[src/design/riscv_pkg.sv]
`default_nettype none

package riscv_pkg;

  // Data word on the load/store path
  typedef logic [31:0] word_t;

  // Access size and sign field from the instruction
  typedef logic [2:0] funct3_t;

  // Load codes
  localparam funct3_t FUNCT3_LB  = 3'd0;
  localparam funct3_t FUNCT3_LH  = 3'd1;
  localparam funct3_t FUNCT3_LW  = 3'd2;
  // Unsigned loads share the size bits with LB and LH
  localparam funct3_t FUNCT3_LBU = 3'd4;
  localparam funct3_t FUNCT3_LHU = 3'd5;

  // Store codes
  localparam funct3_t FUNCT3_SB  = 3'd0;
  localparam funct3_t FUNCT3_SH  = 3'd1;
  localparam funct3_t FUNCT3_SW  = 3'd2;

  // Codes 3, 6 and 7 are not legal
  // The memory handles them as full words

endpackage : riscv_pkg

`default_nettype wire

[src/design/mem_map_pkg.sv]
`default_nettype none

package mem_map_pkg;

  // Byte address on the core's data bus
  typedef logic [31:0] addr_t;

  // One enable per byte lane, bit n for lane n
  typedef logic [3:0] byte_en_t;

  // Primary window seen by the core
  localparam addr_t DEFAULT_BASE_ADDR = 32'h0100_0000;

  // Second window onto the same RAM
  localparam addr_t DEFAULT_ALIAS_ADDR = 32'h4000_0000;

  // RAM size in bytes, power of two
  localparam int DEFAULT_MEM_BYTES = 4096;

endpackage : mem_map_pkg

`default_nettype wire

[src/design/store_align.sv]
`default_nettype none
`timescale 1ns/1ps

module store_align (
  input  riscv_pkg::word_t     wdata_i,
  input  riscv_pkg::funct3_t   funct3_i,
  input  logic [1:0]           byte_off_i,
  output riscv_pkg::word_t     lane_wdata_o,
  output mem_map_pkg::byte_en_t lane_be_o
);
  import riscv_pkg::*;
  import mem_map_pkg::*;

  byte_en_t be_byte;
  byte_en_t be_half;

  // Single lane picked by the byte offset
  assign be_byte = byte_en_t'(4'b0001 << byte_off_i);

  // Halfwords are aligned so only offset bit 1 matters
  assign be_half = byte_off_i[1] ? 4'b1100 : 4'b0011;

  always_comb begin
    case (funct3_i)
      FUNCT3_SB: begin
        // Low byte copied into every lane
        lane_wdata_o = {4{wdata_i[7:0]}};
        lane_be_o    = be_byte;
      end
      FUNCT3_SH: begin
        // Low half copied into both halves
        lane_wdata_o = {2{wdata_i[15:0]}};
        lane_be_o    = be_half;
      end
      default: begin
        // SW and unknown codes store the full word
        lane_wdata_o = wdata_i;
        lane_be_o    = 4'b1111;
      end
    endcase
  end

endmodule : store_align

`default_nettype wire

[config.mk]
export PLATFORM = sky130hd
export DESIGN_NAME = store_align
export DESIGN_NICKNAME = d
export VERILOG_FILES = /design/src/design/riscv_pkg.sv /design/src/design/mem_map_pkg.sv /design/src/design/store_align.sv
export SDC_FILE = /design/constraint.sdc
export NUM_CORES = 1
export LEC_CHECK = 0
export ABC_AREA = 1
export BUFFER_PORTS_ARGS = -buffer_cell sky130_fd_sc_hd__buf_4
export CAP_MARGIN = 20
export CORE_UTILIZATION = 32
export DETAILED_ROUTE_END_ITERATION = 8
export PLACE_DENSITY = 0.86
export SLEW_MARGIN = 10
export SYNTH_ARGS = -nofsm -noshare
export SYNTH_HDL_FRONTEND = slang
export SYNTH_SLANG_ARGS = --single-unit
[constraint.sdc]
create_clock -name vclk -period 1.8
set_clock_uncertainty 0.05 [all_clocks]
set_input_delay 0.54 -clock vclk [all_inputs]
set_output_delay 0.54 -clock vclk [all_outputs]
set_load 0.03 [all_outputs]
==> reports/qor.txt, run 1 <==
Final RePlAce weighted congestion: 0.7219
Die Y: 41.50 um
Synth area leader: nand2_1
Worst End Pin Type: primary output
Area share of the largest cell type after synthesis: 0.3759
GRT repair_timing worst endpoint: lane_be_o[3]
Cell area after synthesis: 499.2 um2
Syn nets: 144
CTS Hold Bufs: 0
Fail Step: 5_1_grt
Pin count of the biggest net entering global routing: 17
Top Ports: 73
Cell Area, Placed: 1064 um2
Starting Density: 0.3611
Gate Count Post-Synth: 107
Seq/Total Area, Yosys: 0
Top post-synthesis cells by area: nand2_1, nand3_1, buf_4
Yosys cell types: 10
Die width: 41.50 um
# rows: 13
DP Wirelength: 1632 um
IO Port Bufs: 73
Status: stopped before the end
Synthesized area per cell: 4.666 um2
Synth warn: 0
Run Error: [ERROR DPL-0038] Utilization greater than 100%, impossible to legalize
cells by family after synthesis:
group | Yosys count | share of synthesized area
AND/OR/NAND/NOR | 88 | 0.7619
buffers and inverters | 19 | 0.2381
cells in the mapped netlist:
cell type,n
nor2_1,3
inv_2,1
nand2_1,50
nand3_1,34
buf_6,1
clkbuf_1,1
buf_4,10
inv_1,4
nor2_4,1
buf_2,2
metrics by stage:
stage | hold slack, ns | setup slack (ns) | util | instances
after floorplan | 1.162 | -0.008016 | - | 107
after global placement | 1.267 | -0.1937 | 0.7692 | 187
after detailed placement | 1.265 | -0.2027 | 0.7692 | 187
after CTS | 1.267 | -0.1308 | 0.9394 | 191
timing repair:
item | CTS
pin swaps | 16
setup buffers | 3
setup endpoints to repair | 28
gates resized for setup | 48
gates cloned | 1
==> run 2, diff against run 1 <==
--- a/config.mk
+++ b/config.mk
@@ -8,9 +8,10 @@
 export ABC_AREA = 1
 export BUFFER_PORTS_ARGS = -buffer_cell sky130_fd_sc_hd__buf_4
 export CAP_MARGIN = 20
-export CORE_UTILIZATION = 32
+export CORE_AREA = 2 2 63 65
 export DETAILED_ROUTE_END_ITERATION = 8
-export PLACE_DENSITY = 0.86
+export DIE_AREA = 0 0 65 67
+export PLACE_DENSITY_LB_ADDON = 0.15
 export SLEW_MARGIN = 10
 export SYNTH_ARGS = -nofsm -noshare
 export SYNTH_HDL_FRONTEND = slang
==> reports/qor.txt, run 2 <==
WL met2: 1500 um
Yosys cell types: 10 (unchanged)
Synthesized area per cell: 4.666 um2 (unchanged)
Tot GR Track Use: 0.1126
Starting Density: 0.1384 (-0.2226)
Final Hold Viols: 0
Sequential cell count: 0
Antenna Cells: 0
First-pass GRT wire length: 4029 um
Clock buffers: 0
Slew @ Worst Pin: 0.1980 ns
Design Area, Final: 1429 um2
Top Ports: 73 (unchanged)
Min Hold Slack: 1.269 ns
Clock group share of total power: 0
Layout net count: 216
Met3 WL post-DR: 127 um
GRT overflow: 0
Pleak: 0.7641 nW
Drt pass-1 iters: 4
Max Used Layer: met3
Max IR drop VDD: 111.4 uV
Nature of the critical path endpoint: output pin
Area share of the largest cell type after synthesis: 0.3759 (unchanged)
Worst Setup SP: funct3_i[1]
Syn nets: 144 (unchanged)
# fillers: 391
Worst endpoint required time: 1.21 ns
# rows: 22 (+9)
Top post-synthesis cells by area: nand2_1, nand3_1, buf_4
Tcrit/Tclk final: 1.092
Sequential Power Share: 0
Leading post-synthesis cells by instance count: nand2_1, nand3_1, buf_4, inv_1, nor2_1
Crit Path Category: in2out
Layout cells sized above 1: 0.6554
Setup TNS: -3.374 ns
DRC viols: 0
Pin count of the biggest net entering global routing: 17
Final cell count without fillers: 225
Final Core Density: 0.3963
Status: finished, violations left
Synth warn: 0 (unchanged)
Die width: 65 um (+57%)
Cells after DPL: 221 (+18%)
Iter 0 DRT Violations: 15
Vias in the first global route: 930
Place WS: -0.2400 ns (-0.03737 ns)
Gate Count Post-Synth: 107 (unchanged)
CP Launch Type: primary input
Register area: 0 um2
Max Clock Freq: 509.0 MHz
DR WL/cell: 11.81 um
DP Wirelength: 1992 um (+22%)
Worst min-delay path category: in2out
Cell Area, Placed: 1100 um2 (+3.4%)
Cell area after synthesis: 499.2 um2 (unchanged)
Net Switching: 0.2561 mW
Max Slew Vio Count: 0
Final wirelength: 2657 um
Hold path startpoint: wdata_i[4]
Final RePlAce weighted congestion: 0.6439 (-11%)
Pint: 0.2196 mW
Min Tclk post-route: 1.965 ns
Die Y: 67 um (+61%)
CTS Hold Bufs: 0 (unchanged)
Most frequent cells in the layout: buf_4, nand2_1, buf_6
Final setup violating endpoints: 28
Max Cap Viol: 0
Initial antenna violation count: 0
Syn-to-layout area delta: 186.2%
Critical path arrival: 1.37 ns
Power per cell area: 333.0 nW/um2
Tot Pwr: 0.4757 mW
Final setup margin: -0.1647 ns
Via density: 4.222
Via count: 950
RSZ-0062 raised after global routing: yes
Worst-path fanout max: 6
Gate power share: 1.000
IO Port Bufs: 73 (unchanged)
Most frequent cell after synthesis: nand2_1
Switching Fraction: 0.5384
Slew HR: 0.8678
DIE AREA: 4355 um2
Synth area leader: nand2_1
Wire length on met1: 1029 um
Multi-input combinational cell area: 540.5 um2
Failing checks: setup timing
Antenna Nets Post-Route: 0
Seq/Total Area, Yosys: 0 (unchanged)
Most common cell after layout, fill and taps aside: buf_4
Placeable Area: 3606 um2
==> run 2: cell counts after synthesis <==
No cell type changed its count.
==> run 2: final timing paths <==
| check | slack, ns | cells past startpoint | end |
|---|---|---|---|
| worst max-delay path | -0.16 | 7 | lane_be_o[0] |
| worst min-delay path | 1.27 | 2 | lane_wdata_o[4] |
==> run 2: cells by family after synthesis <==
| kind of cell | count (synthesis) | share of synthesized area |
|---|---|---|
| simple gates | 88 | 0.7619 |
| buf+inv | 19 | 0.2381 |
==> run 2: worst max-delay path, stage by stage <==
cell and delay, ns:
buf_6 0.09, nor2_4 0.15, buf_12 0.14, buf_6 0.12, nand3_1 0.10, nand3_2 0.09, buf_6 0.13
==> run 2: per-layer routing <==
layer,vias to the layer above,global-route usage
li1,482,-
met1,431,0.1340
met2,37,0.2320
met3,0,0.001689
met4,0,0.005319
met5,-,0
==> run 2: power groups by stage <==
stage / Sequential, mW / Combinational (mW) / Clock (mW)
floorplan: 0 / 0.221 / 0
global placement: 0 / 0.388 / 0
detailed placement: 0 / 0.391 / 0
CTS: 0 / 0.446 / 0
global route: 0 / 0.506 / 0
finish: 0 / 0.476 / 0
==> run 2: final cells by class <==
class / count / area share
inverters: 5 / 0.02189
well taps: 48 / 0.04203
repair buffers: 84 / 0.5578
multi-input cells: 88 / 0.3783
==> run 2: repair_timing <==
item | 4_1_cts | 5_1_grt
setup buffers | 1 | 0
resized for setup | 37 | 32
gates cloned | 2 | 1
pin swaps | 3 | 11
setup endpoints to repair | 28 | 28
(Power assumes the default switching activity.)
