$ cat src/design/riscv_pkg.sv
`default_nettype none

package riscv_pkg;

  // Data word on the load/store path
  typedef logic [31:0] word_t;

  // Access size and sign field from the instruction
  typedef logic [2:0] funct3_t;

  // Load codes
  localparam funct3_t FUNCT3_LB  = 3'd0;
  localparam funct3_t FUNCT3_LH  = 3'd1;
  localparam funct3_t FUNCT3_LW  = 3'd2;
  // Unsigned loads share the size bits with LB and LH
  localparam funct3_t FUNCT3_LBU = 3'd4;
  localparam funct3_t FUNCT3_LHU = 3'd5;

  // Store codes
  localparam funct3_t FUNCT3_SB  = 3'd0;
  localparam funct3_t FUNCT3_SH  = 3'd1;
  localparam funct3_t FUNCT3_SW  = 3'd2;

  // Codes 3, 6 and 7 are not legal
  // The memory handles them as full words

endpackage : riscv_pkg

`default_nettype wire

$ cat src/design/mem_map_pkg.sv
`default_nettype none

package mem_map_pkg;

  // Byte address on the core's data bus
  typedef logic [31:0] addr_t;

  // One enable per byte lane, bit n for lane n
  typedef logic [3:0] byte_en_t;

  // Primary window seen by the core
  localparam addr_t DEFAULT_BASE_ADDR = 32'h0100_0000;

  // Second window onto the same RAM
  localparam addr_t DEFAULT_ALIAS_ADDR = 32'h4000_0000;

  // RAM size in bytes, power of two
  localparam int DEFAULT_MEM_BYTES = 4096;

endpackage : mem_map_pkg

`default_nettype wire

$ cat src/design/addr_window.sv
`default_nettype none
`timescale 1ns/1ps

module addr_window #(
  parameter mem_map_pkg::addr_t BASE_ADDR  = mem_map_pkg::DEFAULT_BASE_ADDR,
  parameter mem_map_pkg::addr_t ALIAS_ADDR = mem_map_pkg::DEFAULT_ALIAS_ADDR,
  parameter int                 MEM_BYTES  = mem_map_pkg::DEFAULT_MEM_BYTES
) (
  input  logic                         clk,
  input  logic                         reset_i,
  input  mem_map_pkg::addr_t           addr_i,
  input  riscv_pkg::funct3_t           funct3_i,
  input  logic                         read_en_i,
  input  logic                         write_en_i,
  output logic [$clog2(MEM_BYTES)-1:0] offset_o,
  output logic                         access_ok_o,
  output logic                         fault_o,
  output logic                         fault_valid_o,
  output mem_map_pkg::addr_t           fault_addr_o
);
  import riscv_pkg::*;
  import mem_map_pkg::*;

  localparam int    OFF_W     = $clog2(MEM_BYTES);
  localparam addr_t WIN_BYTES = addr_t'(MEM_BYTES);

  addr_t base_diff;
  addr_t alias_diff;
  logic  in_base;
  logic  in_alias;
  logic  in_range;
  logic  size_byte;
  logic  size_half;
  logic  aligned;

  // Distance from each window start
  assign base_diff  = addr_i - BASE_ADDR;
  assign alias_diff = addr_i - ALIAS_ADDR;

  // Lower bound checked apart, the difference wraps below the start
  assign in_base  = (addr_i >= BASE_ADDR) && (base_diff < WIN_BYTES);
  assign in_alias = (addr_i >= ALIAS_ADDR) && (alias_diff < WIN_BYTES);

  // Address zero never maps, even with a window at zero
  assign in_range = (addr_i != '0) && (in_base || in_alias);

  // Byte offset into the RAM, base window first
  always_comb begin
    if (in_base) begin
      offset_o = base_diff[OFF_W-1:0];
    end else if (in_alias) begin
      offset_o = alias_diff[OFF_W-1:0];
    end else begin
      offset_o = '0;
    end
  end

  // Access size; store and load codes part ways above 2
  always_comb begin
    size_byte = 1'b0;
    size_half = 1'b0;
    if (write_en_i) begin
      case (funct3_i)
        FUNCT3_SB: size_byte = 1'b1;
        FUNCT3_SH: size_half = 1'b1;
        // SW and unknown codes are words
        default:   size_byte = 1'b0;
      endcase
    end else begin
      case (funct3_i)
        FUNCT3_LB, FUNCT3_LBU: size_byte = 1'b1;
        FUNCT3_LH, FUNCT3_LHU: size_half = 1'b1;
        default:               size_byte = 1'b0;
      endcase
    end
  end

  // Lane RAM cannot span two words
  assign aligned = size_byte
                 | (size_half & ~addr_i[0])
                 | (~size_byte & ~size_half & (addr_i[1:0] == 2'b00));

  assign access_ok_o = in_range && aligned;
  assign fault_o     = (read_en_i || write_en_i) && !access_ok_o;

  // Fault pulse and address for the trap logic
  always_ff @(posedge clk) begin
    if (reset_i) begin
      fault_valid_o <= 1'b0;
      fault_addr_o  <= '0;
    end else begin
      fault_valid_o <= fault_o;
      // Held until the next fault
      if (fault_o) begin
        fault_addr_o <= addr_i;
      end
    end
  end

endmodule : addr_window

`default_nettype wire

$ cat config.mk
export PLATFORM = sky130hd
export DESIGN_NAME = addr_window
export DESIGN_NICKNAME = d
export VERILOG_FILES = /design/src/design/riscv_pkg.sv /design/src/design/mem_map_pkg.sv /design/src/design/addr_window.sv
export SDC_FILE = /design/constraint.sdc
export NUM_CORES = 1
export LEC_CHECK = 0
export ABC_AREA = 1
export BUFFER_PORTS_ARGS = -buffer_cell sky130_fd_sc_hd__buf_2
export CELL_PAD_IN_SITES_DETAIL_PLACEMENT = 1
export CELL_PAD_IN_SITES_GLOBAL_PLACEMENT = 2
export CORE_MARGIN = 1
export CORE_UTILIZATION = 22
export DETAILED_ROUTE_END_ITERATION = 7
export PLACE_DENSITY_LB_ADDON = 0.1
export SLEW_MARGIN = 20
export SYNTH_ARGS = -nofsm -noshare
export SYNTH_HDL_FRONTEND = slang
export SYNTH_SLANG_ARGS = --single-unit
$ cat constraint.sdc
create_clock -name clk -period 1.45 [get_ports clk]
set_clock_uncertainty 0.1 [all_clocks]
set_input_delay 0.0725 -clock clk [delete_from_list [all_inputs] [get_ports clk]]
set_output_delay 0.0725 -clock clk [all_outputs]
set_load 0.02 [all_outputs]
---- Yosys cells after proc, flatten, opt, wreduce, memory -nomap -nowiden ----
Index checks and enable logic that the tools add are counted.
word-level totals
  logic and storage cells ................. 40
  output and inout port bits .............. 47
  flip-flop bits (word level) ............. 33
  input bits .............................. 39
operators by class
  $add $sub $neg .......................... 2
  eq/ne operators ......................... 3
  magnitude comparators ................... 4
  bitwise operators ....................... 8
  multiplexer cells ....................... 8
  reductions and logical operators ........ 13
operators with widths
  kind                    number
  $lt 32x13->1 const B    2
  $ge 32x25->1 const B    1
  $ge 32x31->1 const B    1
  $reduce_bool 32->1      1
  $sub 32x25->32 const B  1
  $sub 32x31->32 const B  1
  $mux 12                 2
  $eq 3x3->1 const B      2
  $mux 1                  6
  $logic_and 1x1->1       5
  $reduce_or 2->1         2
  $and 1x1->1             3
  $eq 3x1->1 const B      1
  $logic_not 3->1         1
  $not 1->1               3
  $logic_not 2->1         1
  $logic_or 1x1->1        2
  $or 1x1->1              2
  $logic_not 1->1         1

---- Logic depth before layout (Yosys ltp) ----
  word-level depth ........................ 11
  mapped depth ............................ 12
  depth with buffers taken out ............ 10

---- Least setup slack after synthesis ----
OpenSTA, ideal clock, no wires.
  kind .................................... input to register
  start point ............................. in addr_i[25]
  end point ............................... reg fault_addr_o[20]
  arrival time ............................ 1.003 ns
  library setup time ...................... 0.115 ns
  path buffers ............................ 2
  data required time ...................... 1.235 ns
  cell stages on the path ................. 10
  slack ................................... 0.232 ns
  cells stage by stage .................... nor2_1 -> nand2_1 -> nor2_1 -> inv_1 -> nor2_2 -> nand3_2 -> buf_6 -> buf_6 -> a21oi_1 -> nor2_1
between the ends
  longest elaborated chain between the ends .. 8
  elaborated cells on any way between the ends .. 14
  those cells by class .................... add/sub (2); order compare (4); reduce/logical (8)
RTL lines
  item                                                     RTL line                              source
  start: declaration                                       addr_window.sv:11                     input mem_map_pkg::addr_t addr_i,
  $sub 32x25->32 / $sub 32x31->32 (equally long branches)  addr_window.sv:37, addr_window.sv:38
  $lt 32x13->1 (on tied branches)                          addr_window.sv:41, addr_window.sv:42
  $logic_and 1x1->1 (on tied branches)                     addr_window.sv:41, addr_window.sv:42
  $logic_or 1x1->1                                         addr_window.sv:45                     assign in_range = (addr_i != '0) && (in_base || in_alias);
  $logic_and 1x1->1 *                                      addr_window.sv:45
  $logic_and 1x1->1 *                                      addr_window.sv:83                     assign access_ok_o = in_range && aligned;
  $logic_not 1->1 *                                        addr_window.sv:84                     assign fault_o = (read_en_i || write_en_i) && !access_ok_o;
  $logic_and 1x1->1 *                                      addr_window.sv:84
  end signal: assignment                                   addr_window.sv:95                     fault_addr_o <= addr_i;
  end: declaration                                         addr_window.sv:19                     output mem_map_pkg::addr_t fault_addr_o
Mark *: on every way between the ends. The rest lies on a longest branch, timed or not.
A chain may end at the register's enable or synchronous reset.

---- Worst setup path in the final report ----
  start point ............................. in addr_i[17]
  end point ............................... out offset_o[6]
between the ends
  longest elaborated chain between the ends .. 5
  elaborated cells on any way between the ends .. 10
  those cells by class .................... add/sub (2); order compare (4); mux (2); reduce/logical (2)
RTL lines
  item               RTL line           source
  $sub 32x31->32     addr_window.sv:38  assign alias_diff = addr_i - ALIAS_ADDR;
  $lt 32x13->1       addr_window.sv:42  assign in_alias = (addr_i >= ALIAS_ADDR) && (alias_diff < WIN_BYTES);
  $logic_and 1x1->1  addr_window.sv:42
  $mux 12            addr_window.sv:51  end else if (in_alias) begin
  $mux 12 *          addr_window.sv:49  if (in_base) begin
  end: declaration   addr_window.sv:15  output logic [$clog2(MEM_BYTES)-1:0] offset_o,
Marks and branches as above.

==> reports/metrics.cfg <==
[timing]
worst_pin_slew_ns=0.332
hold_viol_final=0
slew_headroom_pct=77.6
fin_ws_ns=0.0375
rsz0062_at_grt=yes
post-route-min-period_ns=1.41
finalSetupViolCount=0
max_freq_mhz=708
finalSetupTns_ns=0
maxSlewViolCount=0
finalCritPeriodShare_pct=97.4

[placed_design]
place_congestion=0.672
dpl.cell_count=452
dp_hpwl_um=3770
preCtsSetupSlack_ns=-0.0579
portBuffers=85

[cts]
cts-root-buf=clkbuf_8
clock_sinks=33
h-tree-depth=2
cts_tree=built
cts_buffers=5
clk_pin_slew_ns=0.07
clockBufferDepth=2
clock_latency_ns=0.28

[floorplan]
die_h_um=89.4
fp.dieW_um=89.4
placementRows=31
ioPinCount=86
dieArea_mm2=0.00799
core_mm2=0.00733
start_util_pct=22.9

[global_routing]
antenna_found_initial=0
grt_pass1_vias=1771
busiest_layer=met2
overflow=0
use_met3_pct=3.69
met1_usage_pct=17.9
grt_pass1_wl_um=8470
grt_max_degree=66
grt_use_total_pct=14.0
use_met2_pct=23.0

[worst_setup_path]
slowest_stage=buf_12
arrival_ns=1.24
cp.required_ns=1.28
critPathMaxFanout=7
crit_top_cell=nor2_4
r2r_end=fault_addr_o[31]
r2r_setup_slack_ns=0.75
path_delay_family=simple AND/OR/NAND/NOR gates
path_buf_inv=4
worstSetupStartpointType=input pin
reg2regPathDepth=2
r2r_start=fault_addr_o[31]
crit_chain=buf_6, nor2_4, nand2_1, nor2_2, nand2_2, nor2_4, clkinvlp_4, buf_12, nor2_4, buf_6
critPathKind=in -> out
critPathCaptureType=output pin
critPathMaxStageDelay_ns=0.18

[synth]
ys_types=15
yosysMostFrequentCell=nor2_1
ys_seq_area_share_pct=39.3
synth_top_area_share_pct=39.3
yosysWarningCount=0
ys_async_sr_fraction_pct=0
synth_cells=268
netlist.top_cell.by_area=dfxtp_1
ys.flop_type=dfxtp_1
synth-edff-count=0
avgSynthCellArea_um2=6.27
syn_area_mm2=0.00168
ys_ff_latch=33
netlist_top_cells_count=nor2_1, nand2_1, inv_1
synth_fp_nets=307
synth_area_leaders=dfxtp_1, nor2_1, nand2_1

[route]
wl_per_cell_um=12.1
vias=1962
drc=0
dr.pass1.iters=4
drt-vias-per-instance=4.23
drt-total-wl_um=5610
drt_iter0_markers=45
ant_nets=0

[job]
cap_violations=0

[cells_and_area]
nets=405
layout.cells.non_filler=464
antenna_cells=0
postLayoutCoreUtil_pct=36.9
drive_above_1_share_pct=39.5
syn2layout_area_growth_pct=61.1

[min_path]
hold_class=in -> reg
min_to=fault_addr_o[15]
min_from=addr_i[15]
whs_path_depth=5

[outcome]
status=finished, final reports clean

[power_and_ir_drop]
leakagePower_uw=0.00147
p_total_uw=2150
p_per_area_mw_per_mm2=795
irDropWorstVdd_v=0.000266

-- timing repair --
action / 4_1_cts / 5_1_grt
hold buffers: 1 / 0
gates cloned: 0 / 0
setup endpoints to repair: 5 / 15
pin swaps: 0 / 21
buffers inserted: 3 / 2
gates resized for setup: 4 / 76
endpoints found under the hold margin: 2 / 0
-- area by class of cell --
type | count | area (um^2)
Inverter | 37 | 143
Fill cell | 946 | 4620
Clock inverter | 1 | 5.00
Timing Repair Buffer | 109 | 812
Tap cell | 99 | 124
Sequential cell | 33 | 661
Clock buffer | 5 | 68.8
Multi-Input combinational cell | 180 | 895
-- through the flow --
stage / area (um^2) / hold WS, ns
2_1_floorplan: 1680 / 0.0449
3_3_place_gp: 2290 / 0.161
3_5_place_dp: 2290 / 0.161
4_1_cts: 2410 / 0.0189
5_1_grt: 2710 / 0.0256
6_report: 2710 / 0.00243
-- logic make-up after synthesis --
family	share of synthesized area, %
and+or+nand+nor	35.8
buffers and inverters	14.7
AOI/OAI and AO/OA	10.1
DFF	39.3
-- power breakdown --
group	leakage [uW]	internal (uW)	switching [uW]	total [uW]
clock	0.0000399	316	338	654
combinational	0.00115	211	283	494
sequential	0.000275	973	31.8	1000
-- worst max path at each step --
stage,cells past startpoint,endpoint,start
6_report,10,offset_o[6],addr_i[17]
5_1_grt,10,offset_o[6],addr_i[19]
4_1_cts,10,offset_o[1],addr_i[27]
3_5_place_dp,10,fault_addr_o[18],addr_i[16]
3_3_place_gp,9,offset_o[11],addr_i[27]
2_1_floorplan,10,fault_addr_o[20],addr_i[25]
-- layout by cell type, fill, tap and decap left out, drive strengths merged --
cell type,count
nand3,35
nor2,64
clkinv,1
dfxtp,33
nand2,46
inv,36
clkinvlp,1
or2,1
a21oi,33
buf,108
clkbuf,5
dlygate4sd3,1
o21ai,1
-- flip-flops by register name (all words and copies together), names as in the netlist --
signal / cells
fault_addr_o: 32
fault_valid_o: 1
-- routing by layer --
layer  vias up  part of all wire [%]
li1       1014                     -
met1       890                    46
met2        53                    47
met3         5                   5.7
met4         0                   1.2
met5         -                     0
-- worst reg2reg max path, cell delays in order, from the launching register on --
cell and delay, ns:
dfxtp_1 0.31, a21oi_1 0.13, nor2_1 0.06
(Power assumes the default switching activity.)
